<file path="src/include/bpu_settings.svh">
`ifndef BPU_SETTINGS_SVH
`define BPU_SETTINGS_SVH

// fetch address width in bits
`define BPU_PC_BITS 16

// table depth, fully associative
`define BPU_ENTRIES 8

// log2 of the table depth
`define BPU_IDX_BITS 3

// first fetch address after reset
`define BPU_RESET_PC 16'h0100

`endif
</file>
<file path="src/design/bpu_pkg.sv">
`default_nettype none

`include "bpu_settings.svh"

package bpu_pkg;

    typedef logic [`BPU_PC_BITS-1:0] pc_t;     // byte address

    // 00 strong nt, 01 weak nt, 10 weak t, 11 strong t
    typedef logic [1:0] ctr_t;

    typedef logic [`BPU_ENTRIES-1:0] entry_mask_t;  // one-hot or empty

    // lookup result
    typedef struct packed {
        logic hit;
        ctr_t ctr;
        pc_t  target;
    } pred_t;

    // resolved branch from execute
    typedef struct packed {
        pc_t  pc;
        logic taken;
        pc_t  target;
    } update_t;

    typedef struct packed {
        pc_t  pc;
        pc_t  next_pc;
        logic pred_taken;
    } fetch_t;

endpackage

`default_nettype wire

</file>
<file path="src/design/bpu_top.sv">
`timescale 1ns/1ps
`default_nettype none

module bpu_top (
    input  wire                   clk,
    input  wire                   rst_n,
    input  wire                   update_valid,
    input  wire bpu_pkg::update_t update,
    input  wire                   redirect_valid,
    input  wire bpu_pkg::pc_t     redirect_pc,
    output logic                  fetch_valid,
    output bpu_pkg::fetch_t       fetch,
    input  wire                   fetch_ready
);

    bpu_pkg::pc_t   lookup_pc;
    bpu_pkg::pred_t pred;   // same-cycle answer for lookup_pc

    bpu_fetch_pc fpc0 (
        .clk            (clk),
        .rst_n          (rst_n),
        .pred           (pred),
        .lookup_pc      (lookup_pc),
        .redirect_valid (redirect_valid),
        .redirect_pc    (redirect_pc),
        .fetch_valid    (fetch_valid),
        .fetch_ready    (fetch_ready),
        .fetch          (fetch)
    );

    bpu_table tbl0 (
        .clk          (clk),
        .rst_n        (rst_n),
        .lookup_pc    (lookup_pc),
        .pred         (pred),
        .update_valid (update_valid),
        .update       (update)
    );

endmodule

`default_nettype wire

</file>
<file path="src/design/bpu_fetch_pc.sv">
`timescale 1ns/1ps
`default_nettype none

`include "bpu_settings.svh"

module bpu_fetch_pc (
    input  wire                 clk,
    input  wire                 rst_n,
    input  wire bpu_pkg::pred_t pred,
    output bpu_pkg::pc_t        lookup_pc,
    input  wire                 redirect_valid,
    input  wire bpu_pkg::pc_t   redirect_pc,
    output logic                fetch_valid,
    input  wire                 fetch_ready,
    output bpu_pkg::fetch_t     fetch
);

    logic         arm_q;    // first edge after release seen
    logic         valid_q;
    bpu_pkg::pc_t pc_q;
    bpu_pkg::pc_t next_pc;
    logic         pred_taken;
    logic         xfer;

    // only a hit with the counter msb set turns the flow
    assign pred_taken = pred.hit && pred.ctr[1];
    assign next_pc    = pred_taken ? pred.target : pc_q + bpu_pkg::pc_t'(4);

    assign lookup_pc   = pc_q;
    assign fetch_valid = valid_q;
    assign xfer        = valid_q && fetch_ready;

    always_comb begin
        fetch.pc         = pc_q;
        fetch.next_pc    = next_pc;
        fetch.pred_taken = pred_taken;
    end

    always_ff @(posedge clk or negedge rst_n) begin
        if (!rst_n) begin
            arm_q   <= 1'b0;
            valid_q <= 1'b0;
        end else begin
            arm_q   <= 1'b1;
            valid_q <= valid_q | arm_q;     // sticky once up
        end
    end

    always_ff @(posedge clk or negedge rst_n) begin
        if (!rst_n) begin
            pc_q <= `BPU_RESET_PC;
        end else if (redirect_valid) begin
            pc_q <= redirect_pc;    // redirect beats prediction and stall
        end else if (xfer) begin
            pc_q <= next_pc;
        end
    end

endmodule

`default_nettype wire

</file>
<file path="src/design/bpu_table.sv">
`timescale 1ns/1ps
`default_nettype none

`include "bpu_settings.svh"

module bpu_table (
    input  wire                   clk,
    input  wire                   rst_n,
    input  wire bpu_pkg::pc_t     lookup_pc,
    output bpu_pkg::pred_t        pred,
    input  wire                   update_valid,
    input  wire bpu_pkg::update_t update
);

    bpu_pkg::entry_mask_t valid_q;
    bpu_pkg::pc_t         tag_q    [`BPU_ENTRIES];
    bpu_pkg::pc_t         target_q [`BPU_ENTRIES];
    bpu_pkg::ctr_t        ctr_q    [`BPU_ENTRIES];

    bpu_pkg::entry_mask_t look_hit;
    bpu_pkg::entry_mask_t upd_hit;
    logic                 upd_any;
    bpu_pkg::entry_mask_t victim_mask;
    bpu_pkg::entry_mask_t touch_mask;

    // heap layout, leaves at N..2N-1, root at 1
    bpu_pkg::pred_t or_node [1:2*`BPU_ENTRIES-1];

    // 2-bit saturating step
    function automatic bpu_pkg::ctr_t ctr_next(bpu_pkg::ctr_t c, logic taken);
        bpu_pkg::ctr_t n;
        n = c;
        if (taken && c != 2'b11) begin
            n = c + 2'd1;
        end else if (!taken && c != 2'b00) begin
            n = c - 2'd1;
        end
        return n;
    endfunction

    // tags are full PCs, no aliasing
    always_comb begin
        for (int i = 0; i < `BPU_ENTRIES; i++) begin
            look_hit[i] = valid_q[i] && (tag_q[i] == lookup_pc);
            upd_hit[i]  = valid_q[i] && (tag_q[i] == update.pc);
        end
    end

    always_comb begin
        int n;
        for (int i = 0; i < `BPU_ENTRIES; i++) begin
            or_node[`BPU_ENTRIES + i] = '0;   // masked off unless hit
            if (look_hit[i]) begin
                or_node[`BPU_ENTRIES + i].hit    = 1'b1;
                or_node[`BPU_ENTRIES + i].ctr    = ctr_q[i];
                or_node[`BPU_ENTRIES + i].target = target_q[i];
            end
        end
        // one level per index bit, bottom up
        for (int lvl = `BPU_IDX_BITS - 1; lvl >= 0; lvl--) begin
            for (int j = 0; j < (1 << lvl); j++) begin
                n = (1 << lvl) + j;
                or_node[n] = or_node[2*n] | or_node[2*n + 1];
            end
        end
    end

    assign pred = or_node[1];

    // hit retrains in place, miss takes the oldest slot
    assign upd_any    = |upd_hit;
    assign touch_mask = upd_any ? upd_hit : victim_mask;

    always_ff @(posedge clk or negedge rst_n) begin
        if (!rst_n) begin
            valid_q <= '0;
        end else if (update_valid) begin
            valid_q <= valid_q | touch_mask;
        end
    end

    always_ff @(posedge clk) begin
        if (update_valid) begin
            for (int i = 0; i < `BPU_ENTRIES; i++) begin
                if (touch_mask[i]) begin
                    tag_q[i]    <= update.pc;
                    target_q[i] <= update.target;
                    if (upd_any) begin
                        ctr_q[i] <= ctr_next(ctr_q[i], update.taken);
                    end else begin
                        // new entries start weak
                        ctr_q[i] <= update.taken ? 2'b10 : 2'b01;
                    end
                end
            end
        end
    end

    bpu_lru lru0 (
        .clk         (clk),
        .rst_n       (rst_n),
        .touch_valid (update_valid),
        .touch_mask  (touch_mask),
        .victim_mask (victim_mask)
    );

endmodule

`default_nettype wire

</file>
<file path="src/design/bpu_lru.sv">
`timescale 1ns/1ps
`default_nettype none

`include "bpu_settings.svh"

module bpu_lru (
    input  wire                       clk,
    input  wire                       rst_n,
    input  wire                       touch_valid,
    input  wire bpu_pkg::entry_mask_t touch_mask,
    output bpu_pkg::entry_mask_t      victim_mask
);

    // row i, bit j set: entry j was used after entry i
    // the diagonal always stays set, so the oldest entry has a full row
    bpu_pkg::entry_mask_t age_q [`BPU_ENTRIES];

    always_ff @(posedge clk or negedge rst_n) begin
        if (!rst_n) begin
            // entry 0 oldest, entry 7 newest
            for (int i = 0; i < `BPU_ENTRIES; i++) begin
                for (int j = 0; j < `BPU_ENTRIES; j++) begin
                    age_q[i][j] <= (i <= j);
                end
            end
        end else if (touch_valid) begin
            for (int i = 0; i < `BPU_ENTRIES; i++) begin
                if (touch_mask[i]) begin
                    age_q[i] <= touch_mask;     // newest, only own bit left
                end else begin
                    age_q[i] <= age_q[i] | touch_mask;  // everyone else ages
                end
            end
        end
    end

    // full row means nothing older than this entry
    always_comb begin
        for (int i = 0; i < `BPU_ENTRIES; i++) begin
            victim_mask[i] = &age_q[i];
        end
    end

endmodule

`default_nettype wire

</file>
<file path="config.mk">
export PLATFORM = sky130hd
export DESIGN_NAME = bpu_top
export DESIGN_NICKNAME = d
export VERILOG_FILES = /design/src/design/bpu_pkg.sv /design/src/design/bpu_top.sv /design/src/design/bpu_fetch_pc.sv /design/src/design/bpu_table.sv /design/src/design/bpu_lru.sv
export VERILOG_INCLUDE_DIRS = /design/src /design/src/include
export SDC_FILE = /design/constraint.sdc
export NUM_CORES = 1
export LEC_CHECK = 0
export BUFFER_PORTS_ARGS = -buffer_cell sky130_fd_sc_hd__clkbuf_2
export CAP_MARGIN = 5
export CORE_MARGIN = 2
export CORE_UTILIZATION = 50
export DETAILED_ROUTE_END_ITERATION = 8
export PLACE_DENSITY_LB_ADDON = 0.15
export SLEW_MARGIN = 40
export SYNTH_ARGS = -nofsm -noshare
export SYNTH_HDL_FRONTEND = slang
export SYNTH_SLANG_ARGS = --single-unit
</file>
<file path="constraint.sdc">
create_clock -name clk -period 3.3 [get_ports clk]
set_input_delay 0.495 -clock clk [delete_from_list [all_inputs] [get_ports clk]]
set_output_delay 0.495 -clock clk [all_outputs]
set_load 0.02 [all_outputs]
</file>
==> metrics <==
Ys Warns 0; Final Hold Vio Count 0; gr ovfl total 0; Yosys reg bits 362; flop2flop setup slack 0.01 ns; worst slew pin tran 0.810 ns; maximum vdd drop 0.437 mV; layout net count 1,718; worst path arrival time 3.29 ns; crit path kind reg2out; CTS clk-pin slew, worst paths 0.06 ns; largest net degree at the start of global routing 58; worst hold path class in2async; die span in x 192 um; Clock Tree Buf Depth 3; CTS H-tree lvls 2; Routed WL 58,300 um; first-pass GRT wire length 84,400 um; CP Launch Type flip-flop; final RePlAce weighted congestion 0.963; vias per cell 6.14; Slew HR 0.460; Setup-failing EPs final 17; Reg-to-Reg Start fpc0.lookup_pc[8]; internal power 8.19 mW; number of global-route vias before repair 13.1k; cts hold-fix bufs 0; Main synth FF type edfxtp_1; Clock Sinks 362; fin util 0.641; synth unique cells 71; combinational power share 0.122; Detailed Routing Iterations Pass 1 6; Post-Syn Instances 1,425; row count 68; Total Power 10.9 mW; Vias 13.2k; Critical path origin fpc0.lookup_pc[8]; period utilization 1.15; Clk pwr share 0.418; Final WS setup -0.483 ns; ys async rst share 0.249; sequential area share after synthesis 0.595; leakage power figure 8.28 nW; port bufs 87; Flop pwr share 0.460; violated checks negative setup slack; Area Growth Syn to Fin 26.1%; post-synthesis cell area 0.0176 mm^2; gr usage total 0.320; FF+latch area 0.0105 mm^2; WL/cell 27.1 um; crit path time final 3.78 ns; layout cells sized above 1 0.313; Final Skew 0.0280 ns; antenna violations before repair 2; DRT iter0 DRCs 1,453; hpwl dp 39,800 um; status finished with violations; unrepaired setup endpoints after global routing yes; number of synthesized flops with an enable pin 272; worst hold margin 0.00521 ns; ANT cells 0; Initial Utilization 0.508; Num CTS Buffers 40; die area 0.0367 mm^2; fillcell total 2,638; Net Count, Synth 1,480; Residual DRC 0; PD cells 490 mW/mm^2; synthesized area per cell 12.3 um^2; Max-Cap Viols 0; Root Driver clkbuf_16; I/O Pins 88; crit path capture type primary output; post-route ant nets 0; WP data required 2.80 ns; Net Sw Frac 0.246; final count of pins violating max slew 0; sw power 2.67 mW; CTS tree yes; CORE AREA 0.0346 mm^2; area of the multi-input gates 0.00720 mm^2; critical path peak fanout 6; FMAX 264 MHz; Clk Latency, worst-skew pair 0.57 ns; Die Ht 192 um
-- power by group through the flow --
| stage | Sequential (mW) | Clock (mW) | Combinational, mW |
|---|---|---|---|
| 6_report | 5.00 | 4.54 | 1.33 |
| 5_1_grt | 5.00 | 4.78 | 1.39 |
| 4_1_cts | 5.00 | 4.60 | 1.24 |
| 3_5_place_dp | 5.09 | 0 | 1.16 |
| 3_3_place_gp | 5.08 | 0 | 1.15 |
| 2_1_floorplan | 5.08 | 0 | 0.586 |
-- cells in the final DEF, fill, tap and decap left out, types with 17 or more instances in the layout --
cell type	count
clkbuf_16	43
xor2_1	130
dfrtp_1	44
clkbuf_2	68
and3_1	23
buf_4	149
buf_12	32
edfxtp_1	272
nand4_1	63
xnor2_1	117
nor4_1	36
mux2i_1	17
nand2_1	87
o21ai_0	25
nor3_1	28
nor2_1	46
inv_1	24
nand3_1	88
buf_6	21
nor3b_1	17
dfstp_2	37
-- layer usage --
layer,GRT usage,up-vias,part of all wire,wire length [um]
li1,-,5752,-,-
met1,0.437,6561,0.40,23600
met4,0.138,4,0.042,2460
met5,0,-,0.00045,26
met2,0.501,736,0.46,26900
met3,0.0589,138,0.092,5380
-- worst paths after layout --
path	end	cells past startpoint
setup / recovery	fetch[2]	8
hold / removal	tbl0.lru0.age_q[0]	1
setup reg to reg	fpc0.lookup_pc[10]	15
hold reg to reg	fpc0.fetch_valid	1
max in group asynchronous	tbl0.lru0.age_q[56]	2
min in group clk	fpc0.lookup_pc[14]	2
-- cell type report --
class / instances / share of cell area
clock buffer: 60 / 0.0531
clock inverter: 14 / 0.00694
inverter: 27 / 0.00508
multi-input combinational: 950 / 0.324
sequential: 362 / 0.472
tap: 455 / 0.0257
timing repair buffer: 282 / 0.113
-- synth_stat cells, types with 4 or more instances --
cell type,instances,area (um^2)
dfrtp_1,53,1330
o21ai_0,30,150
or2_2,10,62.6
and2_1,7,43.8
nor2_1,48,180
mux2i_1,20,200
nand3_1,94,470
buf_4,7,52.6
a22oi_1,8,60.1
a31o_2,14,123
a211oi_1,8,60.1
nand2_1,92,345
buf_2,39,195
clkbuf_1,34,128
a221o_1,13,130
nor3_1,40,200
inv_1,27,101
o2111ai_1,12,105
a21bo_2,12,120
or4_1,9,67.6
xnor2_1,128,1120
buf_6,5,56.3
nand2b_1,6,37.5
or3_1,15,93.8
o32ai_1,4,35.0
o22ai_1,9,56.3
nor4_1,42,263
edfxtp_1,272,8170
and3_1,24,150
nor3b_1,17,128
dfstp_2,37,972
a21o_1,16,120
nand4_1,63,394
a21boi_2,4,45.0
xor2_1,137,1200
nor2b_1,8,50.1
nand4b_1,4,35.0
-- stage by stage --
step | TNS [ns] | cells | cell area [um^2] | setup WS [ns]
after floorplan | 0 | 1425 | 17600 | 0.0285
after global placement | -32.61 | 2048 | 19900 | -0.317
after detailed placement | -46.08 | 2048 | 19900 | -0.403
after CTS | -6.82 | 2138 | 21700 | -0.508
after global routing | -7.91 | 2150 | 22200 | -0.566
final | -6.80 | 2150 | 22200 | -0.483
-- cells by family after synthesis --
family,count (synthesis),share of synthesized area
other,1,0.000213
buffers and inverters,114,0.0307
and+or+nand+nor,496,0.154
adders and majority gates,1,0.000711
muxes,24,0.0139
DFF,362,0.595
xor gates and xnor gates,266,0.133
AOI/OAI and AO/OA,161,0.0723
-- worst max-delay path, stage by stage, from the launching register on --
cell and delay, ns:
dfstp_2 0.61, xor2_2 0.10, or4b_1 0.49, or4_4 0.57, o32ai_4 0.14, buf_6 0.14, or4_4 0.19, mux2_4 0.33
buf_8 0.13
-- state kept, by name (all words and copies together), names as in the netlist --
signal	flops
tbl0.valid_q	8
tbl0.lru0.age_q	64
tbl0.tag_q	128
tbl0.target_q	128
tbl0.ctr_q	16
fpc0.fetch_valid	1
fpc0.arm_q	1
fpc0.lookup_pc	16
-- timing repair --
action	in CTS	in global routing
pin swaps	25	23
cloned	2	1
gates resized for setup	95	83
endpoints found under the hold margin	0	0
setup endpoints to repair	18	56
setup buffers	17	12
Power figures use the tool's default switching activity.
